===== config.mk =====
export PLATFORM = sky130hd
export DESIGN_NAME = abus_top
export DESIGN_NICKNAME = d
export VERILOG_FILES = /design/src/design/abus_cfg_pkg.sv /design/src/design/abus_map_pkg.sv /design/src/design/memcfg_if.sv /design/src/design/memcon_regs.sv /design/src/design/region_decode.sv /design/src/design/dram_addr_mux.sv /design/src/design/page_match.sv /design/src/design/abus_ctrl.sv /design/src/design/abus_top.sv
export SDC_FILE = /design/constraint.sdc
export NUM_CORES = 1
export LEC_CHECK = 0
export BUFFER_PORTS_ARGS = -buffer_cell sky130_fd_sc_hd__buf_2
export CAP_MARGIN = 20
export CORE_ASPECT_RATIO = 0.7
export CORE_MARGIN = 5
export CORE_UTILIZATION = 50
export CTS_CLUSTER_SIZE = 10
export DETAILED_ROUTE_END_ITERATION = 6
export PLACE_DENSITY_LB_ADDON = 0.08
export SLEW_MARGIN = 20
export SYNTH_ARGS = -nofsm -noshare
export SYNTH_HDL_FRONTEND = slang
export SYNTH_SLANG_ARGS = --single-unit

===== constraint.sdc =====
create_clock -name sys_clk -period 7.9 [get_ports sys_clk]
set_input_delay 1.58 -clock sys_clk [delete_from_list [all_inputs] [get_ports sys_clk]]
set_output_delay 1.58 -clock sys_clk [all_outputs]
set_load 0.02 [all_outputs]

===== src/design/abus_cfg_pkg.sv =====
// ##########################################################################
// Memory configuration layouts
// ##########################################################################

package abus_cfg_pkg;

	// Bus width code
	// Bit 0 means 16-bit and bit 1 means 32-bit
	// Both bits set means 64-bit on a DRAM bank
	typedef logic [1:0] width_t;

	// Column count code for one DRAM bank
	typedef logic [1:0] colw_t;

	// memcon1 layout, bit 15 down to bit 0
	typedef struct packed {
		logic       spare_15;
		logic       cpu32;
		logic       nocpu;
		logic [1:0] io_spd;
		logic [2:0] spare_10_8;
		logic       fast_rom;
		logic [1:0] dram_spd;
		logic [1:0] rom_spd;
		width_t     rom_wid;
		logic       rom_hi;
	} memcon1_t;

	// memcon2 layout, bit 15 down to bit 0
	typedef struct packed {
		logic [1:0] spare_15_14;
		logic       hilo;
		logic       big_dram;
		// Refresh rate, kept in the layout but never stored
		logic [3:0] refresh;
		width_t     dwid1;
		colw_t      cols1;
		width_t     dwid0;
		colw_t      cols0;
	} memcon2_t;

	// One data bus word seen as either register
	typedef union packed {
		memcon1_t m1;
		memcon2_t m2;
	} memcon_word_t;

endpackage


===== src/design/abus_map_pkg.sv =====
// ##########################################################################
// Address map constants
// ##########################################################################

package abus_map_pkg;

	// Transfer address width
	localparam int ADDR_W = 24;

	typedef logic [ADDR_W-1:0] addr_t;

	// Decoded region of a memory request
	typedef enum logic [2:0] {
		RGN_NONE  = 3'd0,
		RGN_BOOT  = 3'd1,
		RGN_CART  = 3'd2,
		RGN_DRAM0 = 3'd3,
		RGN_DRAM1 = 3'd4
	} region_t;

	// Device window 100000 to 11FFFF
	// Only bits 20 to 17 are compared so it shows up at F00000 in ROM-high layout
	localparam addr_t DEV_BASE = 24'h100000;
	localparam int DEV_MSB = 20;
	localparam int DEV_LSB = 17;

	// 32-bit device sub-window 108000 to 10FFFF
	localparam addr_t DEV32_SPAN = 24'h108000;
	localparam int DEV32_LSB = 15;

	// Row address starts at bit 8 before the per-bank shift
	localparam int ROW_SHIFT_BASE = 8;

	// Multiplexed DRAM address width
	localparam int MA_W = 11;

endpackage


===== src/design/memcfg_if.sv =====
// ##########################################################################
// Configuration field bus
// ##########################################################################
`timescale 1ns/1ns

interface memcfg_if;
	import abus_cfg_pkg::*;

	// ROM layout and width
	logic   rom_hi;
	width_t rom_wid;
	// Per-bank DRAM geometry
	width_t dwid0;
	width_t dwid1;
	colw_t  cols0;
	colw_t  cols1;
	// Memory map configured
	logic   mset;

	modport regs (output rom_hi, rom_wid, dwid0, dwid1, cols0, cols1, mset);
	modport user (input rom_hi, rom_wid, dwid0, dwid1, cols0, cols1, mset);

endinterface


===== src/design/memcon_regs.sv =====
// ##########################################################################
// Memory configuration registers
// ##########################################################################
`timescale 1ns/1ns

module memcon_regs (
	input  logic        sys_clk,
	input  logic        resetl,
	input  logic        memc1w,
	input  logic        memc2w,
	input  logic        memc1r,
	input  logic        memc2r,
	input  logic [15:0] din,
	memcfg_if.regs      cfg,
	output logic [1:0]  rom_spd,
	output logic [1:0]  dram_spd,
	output logic [1:0]  io_spd,
	output logic        fast_rom,
	output logic        hilo,
	output logic [15:0] dout,
	output logic        dout_oe
);
	import abus_cfg_pkg::*;

	memcon_word_t din_w;
	memcon1_t     m1_wr;
	memcon2_t     m2_wr;
	memcon1_t     m1_q;
	memcon2_t     m2_q;
	logic         mset_q;

	assign din_w = din;

	// Keep only the live fields of an incoming word
	always_comb begin
		m1_wr = '0;
		m1_wr.rom_hi   = din_w.m1.rom_hi;
		m1_wr.rom_wid  = din_w.m1.rom_wid;
		m1_wr.rom_spd  = din_w.m1.rom_spd;
		m1_wr.dram_spd = din_w.m1.dram_spd;
		m1_wr.fast_rom = din_w.m1.fast_rom;
		m1_wr.io_spd   = din_w.m1.io_spd;
		m1_wr.nocpu    = din_w.m1.nocpu;
		m1_wr.cpu32    = din_w.m1.cpu32;
	end

	// Refresh and spare bits stay zero
	always_comb begin
		m2_wr = '0;
		m2_wr.cols0    = din_w.m2.cols0;
		m2_wr.dwid0    = din_w.m2.dwid0;
		m2_wr.cols1    = din_w.m2.cols1;
		m2_wr.dwid1    = din_w.m2.dwid1;
		m2_wr.big_dram = din_w.m2.big_dram;
		m2_wr.hilo     = din_w.m2.hilo;
	end

	// Register write, first memcon1 write marks the map as set
	always_ff @(posedge sys_clk) begin
		if (!resetl) begin
			m1_q   <= '0;
			m2_q   <= '0;
			mset_q <= 1'b0;
		end else begin
			if (memc1w) begin
				m1_q   <= m1_wr;
				mset_q <= 1'b1;
			end
			if (memc2w)
				m2_q <= m2_wr;
		end
	end

	// Fields out to the decoders
	assign cfg.rom_hi  = m1_q.rom_hi;
	assign cfg.rom_wid = m1_q.rom_wid;
	assign cfg.dwid0   = m2_q.dwid0;
	assign cfg.dwid1   = m2_q.dwid1;
	assign cfg.cols0   = m2_q.cols0;
	assign cfg.cols1   = m2_q.cols1;
	assign cfg.mset    = mset_q;

	// Timing fields straight out
	assign rom_spd  = m1_q.rom_spd;
	assign dram_spd = m1_q.dram_spd;
	assign io_spd   = m1_q.io_spd;
	assign fast_rom = m1_q.fast_rom;
	assign hilo     = m2_q.hilo;

	// Readback bus, both reads together OR their words
	assign dout    = (memc1r ? m1_q : 16'h0000) | (memc2r ? m2_q : 16'h0000);
	assign dout_oe = memc1r | memc2r;

endmodule


===== src/design/region_decode.sv =====
// ##########################################################################
// Address map decode
// ##########################################################################
`timescale 1ns/1ns

module region_decode (
	input  abus_map_pkg::addr_t   t_addr,
	input  logic                  mreq,
	memcfg_if.user                cfg,
	output abus_map_pkg::region_t region,
	output logic                  from,
	output logic                  fdram,
	output abus_cfg_pkg::width_t  mw
);
	import abus_map_pkg::*;

	logic [2:0] seg;
	logic       in_dev;
	logic       in_dev32;
	region_t    map_rgn;

	// Top three address bits pick the 2 MB segment
	assign seg = t_addr[ADDR_W-1 -: 3];

	// Device windows, ignoring the upper bits
	assign in_dev   = (t_addr[DEV_MSB:DEV_LSB] == DEV_BASE[DEV_MSB:DEV_LSB]);
	assign in_dev32 = (t_addr[DEV_MSB:DEV32_LSB] == DEV32_SPAN[DEV_MSB:DEV32_LSB]);

	// Region by layout, before the request gate
	always_comb begin
		if (!cfg.mset) begin
			// Boot ROM everywhere until configured
			map_rgn = RGN_BOOT;
		end else if (!cfg.rom_hi) begin
			case (seg)
				3'b000:                 map_rgn = RGN_BOOT;
				3'b001, 3'b010, 3'b011: map_rgn = RGN_CART;
				3'b100, 3'b101:         map_rgn = RGN_DRAM1;
				default:                map_rgn = RGN_DRAM0;
			endcase
		end else begin
			case (seg)
				3'b000, 3'b001:         map_rgn = RGN_DRAM0;
				3'b010, 3'b011:         map_rgn = RGN_DRAM1;
				3'b100, 3'b101, 3'b110: map_rgn = RGN_CART;
				default:                map_rgn = RGN_BOOT;
			endcase
		end
	end

	// No request means no region
	assign region = mreq ? map_rgn : RGN_NONE;
	assign fdram  = (region == RGN_DRAM0) || (region == RGN_DRAM1);

	// ROM select for cartridge and boot outside the devices
	assign from = (map_rgn == RGN_CART) || ((map_rgn == RGN_BOOT) && !in_dev);

	// Width code of the addressed region
	always_comb begin
		case (map_rgn)
			RGN_BOOT:  mw = in_dev ? (in_dev32 ? 2'b10 : 2'b01) : cfg.rom_wid;
			RGN_CART:  mw = cfg.rom_wid;
			RGN_DRAM0: mw = cfg.dwid0;
			RGN_DRAM1: mw = cfg.dwid1;
			default:   mw = 2'b00;
		endcase
	end

endmodule


===== src/design/dram_addr_mux.sv =====
// ##########################################################################
// DRAM row and column address
// ##########################################################################
`timescale 1ns/1ns

module dram_addr_mux #(
	parameter int addr_w = abus_map_pkg::ADDR_W
) (
	input  logic                          sys_clk,
	input  logic                          resetl,
	input  logic [addr_w-1:0]             t_addr,
	input  logic                          bank1_sel,
	input  logic                          mux,
	memcfg_if.user                        cfg,
	output logic [abus_map_pkg::MA_W-1:0] row0,
	output logic [abus_map_pkg::MA_W-1:0] row1,
	output logic [abus_map_pkg::MA_W-1:0] ma
);
	import abus_map_pkg::*;

	logic [2:0]        cw0;
	logic [2:0]        cw1;
	logic [1:0]        sel_wid;
	logic [addr_w-1:0] col_sh;
	logic [MA_W-1:0]   col;

	// Row start for one bank
	function automatic logic [MA_W-1:0] row_of(input logic [addr_w-1:0] a,
		input logic [2:0] cw);
		logic [addr_w-1:0] sh;
		sh = a >> (ROW_SHIFT_BASE + cw);
		return sh[MA_W-1:0];
	endfunction

	// Row shift is column count plus data width
	assign cw0 = {1'b0, cfg.dwid0} + {1'b0, cfg.cols0};
	assign cw1 = {1'b0, cfg.dwid1} + {1'b0, cfg.cols1};

	assign row0 = row_of(t_addr, cw0);
	assign row1 = row_of(t_addr, cw1);

	// Column drops the byte lanes of the held bank
	assign sel_wid = bank1_sel ? cfg.dwid1 : cfg.dwid0;
	assign col_sh  = t_addr >> sel_wid;
	assign col     = col_sh[MA_W-1:0];

	// Mux high drives the row phase
	always_ff @(posedge sys_clk) begin
		if (!resetl)
			ma <= '0;
		else if (mux)
			ma <= bank1_sel ? row1 : row0;
		else
			ma <= col;
	end

endmodule


===== src/design/page_match.sv =====
// ##########################################################################
// Open row tracking
// ##########################################################################
`timescale 1ns/1ns

module page_match (
	input  logic                          sys_clk,
	input  logic                          resetl,
	input  logic [abus_map_pkg::MA_W-1:0] row0,
	input  logic [abus_map_pkg::MA_W-1:0] row1,
	input  logic                          load0,
	input  logic                          load1,
	input  logic                          clear,
	output logic                          hit0,
	output logic                          hit1
);
	import abus_map_pkg::*;

	logic [1:0][MA_W-1:0] cur_row;
	logic [1:0][MA_W-1:0] open_row;
	logic [1:0]           load;
	logic [1:0]           valid;

	assign cur_row = {row1, row0};
	assign load    = {load1, load0};

	// Row latched as the bank opens it
	always_ff @(posedge sys_clk) begin
		for (int b = 0; b < 2; b++) begin
			if (load[b])
				open_row[b] <= cur_row[b];
		end
	end

	// A load beats the row reset
	always_ff @(posedge sys_clk) begin
		if (!resetl) begin
			valid <= '0;
		end else begin
			for (int b = 0; b < 2; b++) begin
				if (load[b])
					valid[b] <= 1'b1;
				else if (clear)
					valid[b] <= 1'b0;
			end
		end
	end

	// Same page when the open row equals the current one
	assign hit0 = valid[0] && (open_row[0] == row0);
	assign hit1 = valid[1] && (open_row[1] == row1);

endmodule


===== src/design/abus_ctrl.sv =====
// ##########################################################################
// Address bus control
// ##########################################################################
`timescale 1ns/1ns

module abus_ctrl #(
	parameter int addr_w = abus_map_pkg::ADDR_W
) (
	input  logic                  sys_clk,
	input  logic                  resetl,
	input  logic                  ack,
	input  logic [addr_w-1:0]     addr_in,
	input  logic                  newrow,
	input  logic                  resrow,
	input  abus_map_pkg::region_t region,
	input  logic                  hit0,
	input  logic                  hit1,
	output logic [addr_w-1:0]     t_addr,
	output logic [3:0]            bs,
	output logic                  dram,
	output logic                  bank1_sel,
	output logic                  load0,
	output logic                  load1,
	output logic                  clear,
	output logic                  match
);
	import abus_map_pkg::*;

	logic [addr_w-1:0] held_addr;

	// Live address during ack, last acked address otherwise
	assign t_addr = ack ? addr_in : held_addr;

	always_ff @(posedge sys_clk) begin
		if (!resetl)
			held_addr <= '0;
		else if (ack)
			held_addr <= addr_in;
	end

	// Bank select, bit order boot cart dram1 dram0
	always_ff @(posedge sys_clk) begin
		if (!resetl) begin
			bs   <= 4'h0;
			dram <= 1'b0;
		end else if (ack) begin
			bs[0] <= (region == RGN_BOOT);
			bs[1] <= (region == RGN_CART);
			bs[2] <= (region == RGN_DRAM1);
			bs[3] <= (region == RGN_DRAM0);
			dram  <= (region == RGN_DRAM0) || (region == RGN_DRAM1);
		end
	end

	// Address mux follows the held bank
	assign bank1_sel = bs[2];

	// New row goes to the bank in cycle
	assign load0 = newrow & bs[3];
	assign load1 = newrow & bs[2];
	assign clear = resrow;

	// Page hit for the bank now addressed
	assign match = ((region == RGN_DRAM0) && hit0) || ((region == RGN_DRAM1) && hit1);

endmodule


===== src/design/abus_top.sv =====
// ##########################################################################
// Address bus controller
// ##########################################################################
`timescale 1ns/1ns

module abus_top #(
	parameter int addr_w = abus_map_pkg::ADDR_W
) (
	input  logic                          sys_clk,
	input  logic                          resetl,
	input  logic [addr_w-1:0]             addr_in,
	input  logic                          ack,
	input  logic                          mreq,
	input  logic                          mux,
	input  logic                          newrow,
	input  logic                          resrow,
	input  logic                          memc1w,
	input  logic                          memc2w,
	input  logic                          memc1r,
	input  logic                          memc2r,
	input  logic [15:0]                   din,
	output logic [abus_map_pkg::MA_W-1:0] ma,
	output logic [3:0]                    bs,
	output logic                          dram,
	output logic                          fdram,
	output logic                          from,
	output logic [1:0]                    mw,
	output logic                          match,
	output logic [1:0]                    rom_spd,
	output logic [1:0]                    dram_spd,
	output logic [1:0]                    io_spd,
	output logic                          fast_rom,
	output logic                          hilo,
	output logic [15:0]                   dout,
	output logic                          dout_oe
);
	import abus_map_pkg::*;

	logic [addr_w-1:0] t_addr;
	region_t           region;
	logic              bank1_sel;
	logic [MA_W-1:0]   row0;
	logic [MA_W-1:0]   row1;
	logic              load0;
	logic              load1;
	logic              clear;
	logic              hit0;
	logic              hit1;

	// Configuration fields shared by the decoders
	memcfg_if cfg_bus ();

	memcon_regs u_regs (
		.sys_clk (sys_clk),
		.resetl  (resetl),
		.memc1w  (memc1w),
		.memc2w  (memc2w),
		.memc1r  (memc1r),
		.memc2r  (memc2r),
		.din     (din),
		.cfg     (cfg_bus.regs),
		.rom_spd (rom_spd),
		.dram_spd(dram_spd),
		.io_spd  (io_spd),
		.fast_rom(fast_rom),
		.hilo    (hilo),
		.dout    (dout),
		.dout_oe (dout_oe)
	);

	region_decode u_decode (
		.t_addr(t_addr),
		.mreq  (mreq),
		.cfg   (cfg_bus.user),
		.region(region),
		.from  (from),
		.fdram (fdram),
		.mw    (mw)
	);

	dram_addr_mux #(.addr_w(addr_w)) u_amux (
		.sys_clk  (sys_clk),
		.resetl   (resetl),
		.t_addr   (t_addr),
		.bank1_sel(bank1_sel),
		.mux      (mux),
		.cfg      (cfg_bus.user),
		.row0     (row0),
		.row1     (row1),
		.ma       (ma)
	);

	page_match u_page (
		.sys_clk(sys_clk),
		.resetl (resetl),
		.row0   (row0),
		.row1   (row1),
		.load0  (load0),
		.load1  (load1),
		.clear  (clear),
		.hit0   (hit0),
		.hit1   (hit1)
	);

	abus_ctrl #(.addr_w(addr_w)) u_ctrl (
		.sys_clk  (sys_clk),
		.resetl   (resetl),
		.ack      (ack),
		.addr_in  (addr_in),
		.newrow   (newrow),
		.resrow   (resrow),
		.region   (region),
		.hit0     (hit0),
		.hit1     (hit1),
		.t_addr   (t_addr),
		.bs       (bs),
		.dram     (dram),
		.bank1_sel(bank1_sel),
		.load0    (load0),
		.load1    (load1),
		.clear    (clear),
		.match    (match)
	);

endmodule


* After elaboration in Yosys (flattened, before gate mapping)
Index checks and enable logic that the tools add are counted.
** Storage, ports and cells
- Register bits after elaboration :: 87
- Bits of input ports :: 51
- Output and inout bits :: 46
- Word-level logic and storage cells :: 86
** Operators by class
- Mux-type cells :: 17
- Bitwise gates (word level) :: 4
- Shift operators :: 3
- Eq/ne operators :: 18
- $add $sub $neg :: 4
- Reduce and logical (&&, ||, !) cells :: 17
** Operator list (number)
- >> shifter 24 x 32 -> 11 bit :: 2
- 2-to-1 mux 24 bit :: 1
- >> shifter 24 x 2 -> 11 bit :: 1
- equality test 11 bit :: 2
- 2-to-1 mux 11 bit :: 2
- equality test 3 x 2 -> 1 bit (second input constant) :: 6
- case mux 3 bit (3 select lines) :: 2
- OR 16 bit :: 1
- equality test 3 bit (second input constant) :: 5
- 2-to-1 mux 15 bit :: 1
- 2-to-1 mux 14 bit :: 1
- adder 4 x 3 -> 5 bit (first input constant) :: 2
- equality test 3 x 1 -> 1 bit (second input constant) :: 3
- 2-to-1 mux 3 bit :: 3
- case mux 2 bit (4 select lines) :: 1
- adder 2 x 2 -> 3 bit :: 2
- equality test 6 bit (second input constant) :: 1
- 2-to-1 mux 2 bit :: 3
- OR reduction 2 bit :: 3
- OR reduction 3 bit :: 2
- logical AND 1 bit :: 5
- equality test 4 bit (second input constant) :: 1
- nonzero test 2 bit :: 2
- logical NOT 3 bit :: 1
- other kinds (5) :: 10

* Depth between registers and ports, before layout
Gate-level depths: netlist of the first run.
- Word-level depth :: 10
- Depth in mapped cells :: 11
- Depth with buffers taken out :: 9

* By module
From an unflattened synthesis of the first run, not the netlist that was laid out.
** Second synthesis, totals
- Cell total of the unflattened synthesis :: 513
- Area, all modules :: 5709.2 um^2
** By module, submodules not included
- dram_addr_mux :: instances 1, sequential area each 220.2 um^2, cells an instance 182, area an instance 1884.3 um^2
- abus_ctrl :: instances 1, sequential area each 580.6 um^2, cells an instance 107, area an instance 1313.8 um^2
- memcon_regs :: instances 1, sequential area each 460.4 um^2, cells an instance 109, area an instance 1142.3 um^2
- page_match :: instances 1, sequential area each 700.7 um^2, cells an instance 58, area an instance 978.4 um^2
- region_decode :: instances 1, sequential area each 0.0 um^2, cells an instance 57, area an instance 390.4 um^2

* Worst setup path after synthesis of the first run
Ideal clock, no wire load.
- Kind :: input port to output port
- Start :: input port ack
- End :: output port mw[1]
- Required time :: 6.320 ns
- Arrival :: 3.830 ns
- Setup slack :: 2.490 ns
- Buffers on the path :: 3
- Stages on the path :: 8
- Cell sequence :: buf_6 -> buf_4 -> buf_4 -> mux2_2 -> o41ai_1 -> a31oi_1 -> nand2b_1 -> o311ai_0
** Between the ends
- Cells in the longest elaborated chain, start to end :: 8
** Ends and longest elaborated chain
- from (decl) :: line abus_top.sv:12 : input logic ack,
- 2-to-1 mux 24 bit *
- equality test 3 x 1 -> 1 bit (tied with other cells) :: line region_decode.sv:35, region_decode.sv:42
- OR reduction 3 bit (tied with other cells) :: line region_decode.sv:35 : case (seg)
- case mux 3 bit (3 select lines) (on tied branches) :: line region_decode.sv:35, region_decode.sv:42
- 2-to-1 mux 3 bit :: line region_decode.sv:34 : end else if (!cfg.rom_hi) begin
- 2-to-1 mux 3 bit :: line region_decode.sv:31 : if (!cfg.mset) begin
- equality test 3 bit (tied with other cells) :: line region_decode.sv:60 : case (map_rgn)
- case mux 2 bit (4 select lines) * :: line region_decode.sv:60
- to (decl) :: line abus_top.sv:27 : output logic [1:0] mw,
Mark *: on every way between the ends. The rest lies on a longest branch, timed or not.

* Worst setup path in the final report of the first run
- Start :: input port ack
- End :: output port match
** Between the ends
- Cells in the longest elaborated chain, start to end :: 10
** Ends and longest elaborated chain
- 2-to-1 mux 24 bit *
- equality test 3 x 1 -> 1 bit (tied with other cells) :: line region_decode.sv:35, region_decode.sv:42
- OR reduction 3 bit (tied with other cells) :: line region_decode.sv:35
- case mux 3 bit (3 select lines) (on tied branches) :: line region_decode.sv:35, region_decode.sv:42
- 2-to-1 mux 3 bit :: line region_decode.sv:34
- 2-to-1 mux 3 bit :: line region_decode.sv:31
- 2-to-1 mux 3 bit :: line region_decode.sv:52 : assign region = mreq ? map_rgn : RGN_NONE;
- equality test 3 x 2 -> 1 bit / equality test 3 bit (equally long branches) :: line abus_ctrl.sv:64 : assign match = ((region == RGN_DRAM0) && hit0) || ((region == RGN_DRAM1) && hit1);
- logical AND 1 bit :: line abus_ctrl.sv:64
- logical OR 1 bit * :: line abus_ctrl.sv:64
- to (decl) :: line abus_top.sv:28 : output logic match,
Marks and branches as above.

==> qor.yml, run 1 <==
status: "finished clean"
grt_overflow: 0
fill_cells: 1121
syn_area_sq_um: 6240
cp-start-kind: "input pin"
ys_types: 64
rows: 34
power_density_nw_per_um2: 196
p_int_mw: 0.899
postRouteAntennaNets: 0
ir_drop_mv: 0.120
port_buffers: 88
gr-usage-met3_pct: 7.95
wl_microns: 18500
clock-sinks: 87
p_leak_nw: 2.83
cts_resized: 0
fin_skew_ns: 0.0111
dp_slack_ns: 1.45
htree_levels: 3
layout_commonest_cell: "mux2i_1"
p_comb_share_pct: 28.7
final.setup.tns_ns: 0
crit_start: "ack"
drt_first_iter_violations: 507
clockBufferDepth: 2
setup_viol: 0
crit_fanout: 70
hpwl_microns: 13600
use_met2_pct: 37.5
grt_pass1_wl_microns: 28500
cpMaxStageDelayCell: "buf_4"
grt_setup_unrepaired: "false"
dieWidth_microns: 144
ys.flop_type: "dfxtp_1"
vias: 5216
nets: 720
die_h_microns: 103
grt_max_degree: 71
clk_latency_ns: 0.35
seq_area_sq_um: 1960
core_sq_um: 12300
p_sw_mw: 0.463
path_clk_slew_ns: 0.08
layout_min_cycle_time_ns: 6.43
wl_per_cell_microns: 22.2
die_area_sq_um: 14900
p_seq_share_pct: 37.0
cts_tree: "done"
synth_seq_cells: 87
required_ns: 6.32
final_cell_mix: "mux2i_1 (89), buf_2 (87), nor2_1 (81)"
async_flop_share_pct: 0
path_cells: "buf_4 -> mux4_2 -> a222oi_1 -> xnor2_1 -> nor4_2 -> a21oi_1 -> a2111oi_2 -> a32o_2 -> buf_2"
hold_viol: 0
cts_root_buffer: "clkbuf_16"
start_util_pct: 50.6
slew_headroom_pct: 25.4
min_path_type: "reg -> reg"
end_kind: "output port"
holdBufCountCts: 0
syn_avg_cell_area_sq_um: 10.1
multi_input_area_sq_um: 3970
worstHoldStart: "u_ctrl.held_addr[0]"
switching_share_pct: 34.0
post_cts_buffers: 0
synthCells: 617
crit_arrival_ns: 4.85
setup_slack_ns: 1.47
dr.pass1.iters: 5
antenna_cells: 0
drc: 0
grt_pass1_vias: 4916
place.gp.congestion: 0.933
fin_crit_sh_pct: 81.4
synth-edff-count: 22
layout-drive-gt1-share_pct: 25.8
cts_made_buffers: 9
track_usage_pct: 25.3
power_frac_clock_pct: 34.2
critPathKind: "in -> out"
detail_route.vias_per_cell: 6.27
grt-busiest-layer: "met2"
yosysSeqAreaShare_pct: 31.4
critPathBufInv: 2
cap_violations: 0
worst_slew_pin_slew_ns: 1.12
ff2ff_setup_slack_ns: 4.12
r2r_start: "u_regs.cfg.dwid0[0]"
area_growth_pct: 11.6
use_met1_pct: 36.9
slew_violations: 0
pin_count: 97
crit_family: "compound AO/OA/AOI/OAI gates"
fmax_mhz: 155
final_core_util_pct: 56.5
antenna_found_initial: 0
yosysWarnings: 0
slowest_delay_ns: 0.76
-- registers in the layout (all words and copies together) (netlist names), 4 cells and up --
register          flops
u_amux.ma            11
u_ctrl.bs             4
u_ctrl.held_addr     24
u_page.open_row      22
-- stage by stage --
| step | cells | instance area, sq um | hold WS, ns | total power, mW |
|---|---|---|---|---|
| after floorplan | 620 | 6250 | 0.448 | 0.790 |
| after global placement | 816 | 6640 | 0.464 | 0.892 |
| after detailed placement | 816 | 6640 | 0.480 | 0.898 |
| after CTS | 832 | 6960 | 0.499 | 1.36 |
| after global routing | 832 | 6970 | 0.526 | 1.42 |
| final | 832 | 6970 | 0.495 | 1.36 |
-- cells in the mapped netlist (4+ instances only) --
cell type  number  area [sq um]
edfxtp_1       22           661
a22o_1         11          96.3
o21ai_0         8          40.0
buf_1           6          22.5
dfxtp_1        65          1300
nand2_1        31           116
nand2b_1        5          31.3
xor2_1         13           114
mux4_2         41           923
a21oi_1        27           135
and2_1         11          68.8
buf_4          13          97.6
clkbuf_1       29           109
nand3_1         6          30.0
mux2_2         15           169
inv_1           5          18.8
nor2_1         81           304
nor2b_1         8          50.1
buf_2           8          40.0
a22oi_1         5          37.5
a211oi_1       22           165
mux2i_1        90           901
a31oi_1         4          25.0
nor3_1          5          25.0
xnor2_1        28           245
-- worst paths after layout --
path / depth (start not counted) / end
min reg2reg: 2 / u_ctrl.held_addr[0]
max reg2reg: 7 / u_amux.ma[9]
max: 9 / match
min: 2 / u_ctrl.held_addr[0]
-- area by class of cell --
class / instances / share of cell area, %
multi-input combinational: 466 / 57.0
sequential: 87 / 28.2
timing repair buffer: 93 / 6.90
clock buffer: 9 / 3.23
tap: 162 / 2.91
clock inverter: 7 / 1.36
inverter: 8 / 0.449
-- per-layer routing --
| metal | vias to the layer above | wire (microns) |
|---|---|---|
| met3 | 19 | 1760 |
| met1 | 2589 | 8550 |
| li1 | 2386 | - |
| met2 | 222 | 7920 |
| met5 | - | 0 |
| met4 | 0 | 231 |
-- worst reg2reg max path: cells and delay by family, from the launching register on --
family                     cells  cell delay [ns]
AOI/OAI and AO/OA              2             1.05
buffers and inverters          1             0.68
muxes                          2             0.42
adders and majority gates      2             1.12
DFF                            1             0.39
-- cell families after synthesis --
family                     after synthesis  synth area share [%]
AOI/OAI and AO/OA                      107                  12.3
xor gates and xnor gates                41                  5.75
adders and majority gates                4                  1.04
buffers and inverters                   67                  5.33
DFF                                     87                  31.4
muxes                                  147                  32.2
other                                    1                0.0601
and+or+nand+nor                        163                  11.9
-- power by group through the flow --
stage	sequential (mW)	clock, mW	combinational, mW
2_1_floorplan	0.515	0	0.275
3_3_place_gp	0.512	0	0.380
3_5_place_dp	0.513	0	0.385
4_1_cts	0.504	0.474	0.387
5_1_grt	0.507	0.488	0.421
6_report	0.505	0.466	0.391
Note: power is estimated with default switching activity, not from simulation.
==> inputs of run 2 (changes only) <==
==> constraint.sdc (replaced) <==
create_clock -name sys_clk -period 5.55 [get_ports sys_clk]
set_input_delay 1.11 -clock sys_clk [delete_from_list [all_inputs] [get_ports sys_clk]]
set_output_delay 1.11 -clock sys_clk [all_outputs]
set_load 0.02 [all_outputs]
==> qor.yml, run 2 (synthesized netlist as in run 1, its figures left out) <==
rows: 34
worstHoldStart: "u_page.valid[0]"
fmax_mhz: 191
grt_setup_unrepaired: "false"
slew_violations: 0
htree_levels: 3
holdWs_ns: 0.489
pin_count: 97
crit_arrival_ns: 4.13
die_h_microns: 103
final.setup.tns_ns: 0
status: "finished clean"
reg2reg_to: "u_amux.ma[1]"
setup_viol: 0
vias: 5225
fill_cells: 1118
min_path_cells: 2
dp_cells: 829
placed_area_sq_um: 6740
power_mw: 1.94
drt_first_iter_violations: 471
power_frac_clock_pct: 33.4
nets: 733
layout_commonest_cell: "mux2i_1"
grt_pass1_vias: 5073
ff2ff_setup_slack_ns: 2.13
setup_slack_ns: 0.309
detail_route.vias_per_cell: 6.18
drc: 0
worst_slew_pin_slew_ns: 0.877
min_path_type: "reg -> reg"
wl_per_cell_microns: 22.2
clockBufferDepth: 2
layout_min_cycle_time_ns: 5.24
final_cell_area_sq_um: 7060
r2r_start: "u_regs.cfg.dwid1[0]"
grt_pass1_wl_microns: 29500
clock-sinks: 87
cts_root_buffer: "clkbuf_16"
cts_tree: "done"
p_int_mw: 1.29
p_comb_share_pct: 29.5
ir_drop_mv: 0.165
reg2reg_depth: 11
switching_share_pct: 33.2
dr.pass1.iters: 6
area_growth_pct: 13.1
path_clk_slew_ns: 0.07
cap_violations: 0
hold_end: "u_page.valid[0]"
largest-register: "u_ctrl.held_addr"
hold_viol: 0
final_cell_mix: "mux2i_1 (89), buf_2 (87), nor2_1 (81)"
antenna_found_initial: 0
stdcell_count: 845
place.gp.congestion: 0.925
grt_max_degree: 63
p_seq_share_pct: 37.2
cts_made_buffers: 9
slew_headroom_pct: 41.5
fin_skew_ns: 0.00778
cp-start-kind: "flop"
p_sw_mw: 0.642
core_sq_um: 12300
layout-drive-gt1-share_pct: 27.2
postRouteAntennaNets: 0
power_density_nw_per_um2: 274
dieWidth_microns: 144
holdBufCountCts: 0
die_area_sq_um: 14900
largest_register_ffs: 24
antenna_cells: 0
clk_latency_ns: 0.35
p_leak_nw: 2.88
wl_microns: 18800
start_util_pct: 50.6
top_regs: "u_ctrl.held_addr (24), u_page.open_row (22), u_amux.ma (11)"
required_ns: 4.44
post_cts_buffers: 0
crit_fanout: 11
grt_overflow: 0
critPathKind: "reg -> out"
cts_resized: 0
port_buffers: 88
track_usage_pct: 26.4
dp_slack_ns: 0.535
final_core_util_pct: 57.2
fin_crit_sh_pct: 94.4
end_kind: "output port"
hpwl_microns: 14000
-- run 2: cell types whose count changed in the layout (fill, tap and decap cells not counted) --
cell,before,now
clkbuf_8,0,1
buf_4,6,19
inv_6,0,4
inv_8,5,0
-- run 2: layout make-up --
cell class                      count  area (sq um)  share of cell area, %
Timing Repair Buffer              106           578                   8.19
Sequential cell                    87          1960                   27.8
Tap cell                          162           203                   2.87
Multi-Input combinational cell    466          3970                   56.3
Inverter                            8          31.3                  0.443
Clock inverter                      6          73.8                   1.05
Clock buffer                       10           239                   3.39
-- run 2: worst max path at each step --
stage | from | endpoint | slack [ns] | depth (start not counted)
after floorplan | ack | mw[1] | 1.08 | 8
after global placement | ack | match | 0.58 | 9
after detailed placement | ack | match | 0.54 | 10
after CTS | u_regs.cfg.dwid0[0] | match | 0.37 | 11
after global routing | u_regs.cfg.dwid0[0] | match | 0.14 | 10
final | u_regs.cfg.dwid0[0] | match | 0.31 | 10
-- run 2: worst max-delay path: stages, from the launching register on --
cell       delay, ns
dfxtp_1         0.48
ha_1            0.21
fa_1            0.60
mux4_2          0.58
mux2i_1         0.45
xor2_1          0.19
a21oi_1         0.08
a221o_1         0.27
a2111oi_0       0.54
a32o_2          0.21
buf_2           0.16
-- run 2: layer usage --
metal / global-route usage, % / share of wire (%) / up-vias
met5: 0 / 0 / -
met4: 7.16 / 1.7 / 0
met3: 6.34 / 9.1 / 25
met2: 38.5 / 43 / 214
met1: 39.3 / 46 / 2580
li1: - / - / 2406
-- run 2: power groups by stage --
stage,Sequential (mW),Clock (mW),Combinational [mW]
finish,0.720,0.646,0.571
global route,0.722,0.683,0.615
CTS,0.717,0.659,0.565
detailed placement,0.731,0,0.562
global placement,0.730,0,0.555
floorplan,0.732,0,0.392
==> inputs of run 3 (changes only) <==
--- a/config.mk
+++ b/config.mk
@@ -7,9 +7,10 @@
 export LEC_CHECK = 0
 export BUFFER_PORTS_ARGS = -buffer_cell sky130_fd_sc_hd__buf_2
 export CAP_MARGIN = 20
-export CORE_ASPECT_RATIO = 0.7
+export CORE_ASPECT_RATIO = 1.4
 export CORE_MARGIN = 5
 export CORE_UTILIZATION = 50
+export CTS_BUF_LIST = sky130_fd_sc_hd__clkbuf_16
 export CTS_CLUSTER_SIZE = 10
 export DETAILED_ROUTE_END_ITERATION = 6
 export PLACE_DENSITY_LB_ADDON = 0.08
==> qor.yml, run 3 (synthesized netlist as in run 1, its figures left out) <==
holdWs_ns: 0.476
start_util_pct: 50.7
p_leak_nw: 2.89
wl_per_cell_microns: 21.6
placed_area_sq_um: 6760
cts_root_buffer: "clkbuf_16"
final.setup.tns_ns: 0
layout_min_cycle_time_ns: 5.27
postRouteAntennaNets: 0
fmax_mhz: 190
dr.pass1.iters: 5
layout-drive-gt1-share_pct: 27.4
track_usage_pct: 24.2
largest-register: "u_ctrl.held_addr"
cap_violations: 0
worst_slew_pin_slew_ns: 0.895
top_regs: "u_ctrl.held_addr (24), u_page.open_row (22), u_amux.ma (11)"
antenna_found_initial: 0
end_kind: "output port"
port_buffers: 88
final_cell_area_sq_um: 7070
fin_skew_ns: 0.00991
power_mw: 1.91
final_core_util_pct: 57.4
status: "finished clean"
wl_microns: 18100
rows: 48
area_growth_pct: 13.3
path_clk_slew_ns: 0.07
layout_commonest_cell: "mux2i_1"
hpwl_microns: 13800
holdBufCountCts: 0
place.gp.congestion: 0.956
hold_viol: 0
core_sq_um: 12300
critPathKind: "reg -> out"
ir_drop_mv: 0.167
final_cell_mix: "mux2i_1 (89), buf_2 (87), nor2_1 (81)"
cp-start-kind: "flop"
clock-sinks: 87
die_area_sq_um: 14900
detail_route.vias_per_cell: 6.22
clockBufferDepth: 2
grt_setup_unrepaired: "false"
nets: 735
grt_overflow: 0
largest_register_ffs: 24
htree_levels: 3
drt_first_iter_violations: 289
slew_headroom_pct: 40.2
required_ns: 4.44
slew_violations: 0
setup_viol: 0
die_h_microns: 142
pin_count: 97
crit_fanout: 13
grt_pass1_wl_microns: 28200
drc: 0
power_density_nw_per_um2: 270
vias: 5194
cts_tree: "done"
cts_resized: 0
dieWidth_microns: 104
crit_arrival_ns: 4.16
clk_latency_ns: 0.35
fin_crit_sh_pct: 95.0
min_path_type: "reg -> reg"
antenna_cells: 0
fill_cells: 1094
post_cts_buffers: 0
grt_pass1_vias: 5166
cts_made_buffers: 9
grt_max_degree: 63
==> run 3: cell types whose count changed in the layout (fill, tap and decap cells not counted), sizes merged <==
cell and delta:
clkinv +1, buf +2, inv -1, clkinvlp +1, clkbuf -1
==> run 3: per-layer routing <==
metal  part of all wire [%]  GRT usage (%)  wire (microns)  up-vias
met4                    4.1           11.8             736        0
li1                       -              -               -     2419
met3                    5.2           3.36             938       41
met2                     51           41.9            9160      191
met1                     40           29.5            7230     2543
met5                      0              0               0        -
==> run 3: through the flow <==
step / setup slack (ns) / cells
final: 0.277 / 835
after global placement: 0.542 / 819
after global routing: 0.0794 / 835
after CTS: 0.264 / 835
after floorplan: 1.08 / 620
after detailed placement: 0.547 / 819
==> run 3: final cells by class <==
cell class / count / area [sq um] / area share [%]
clock buffer: 9 / 225 / 3.18
tap: 150 / 188 / 2.65
clock inverter: 7 / 77.6 / 1.10
multi-input combinational: 466 / 3970 / 56.1
sequential: 87 / 1960 / 27.7
timing repair buffer: 108 / 618 / 8.74
inverter: 8 / 31.3 / 0.442
==> run 3: where the power goes <==
group / internal (mW) / total, mW / switching (mW)
logic: 0.241 / 0.570 / 0.329
clock network: 0.354 / 0.625 / 0.271
registers: 0.688 / 0.716 / 0.0280
==> run 3: critical path: stages, from the launching register on <==
cell and delay, ns:
dfxtp_1 0.38, ha_1 0.24, fa_1 0.60, buf_4 0.30, inv_1 0.25, mux4_2 0.63
xnor2_1 0.16, nor4_1 0.21, o22ai_1 0.13, a2111oi_0 0.54, a32o_2 0.21, buf_2 0.16
==> run 3: path summary, 6_finish.rpt <==
kind / start / slack, ns / to / cells after the start
worst max register to register: u_regs.cfg.dwid1[0] / 2.10 / u_amux.ma[4] / 8
worst min register to register: u_ctrl.bs[3] / 0.48 / u_ctrl.bs[3] / 2
worst max-delay path: u_regs.cfg.dwid0[0] / 0.28 / match / 11
worst min-delay path: u_ctrl.bs[3] / 0.48 / u_ctrl.bs[3] / 2
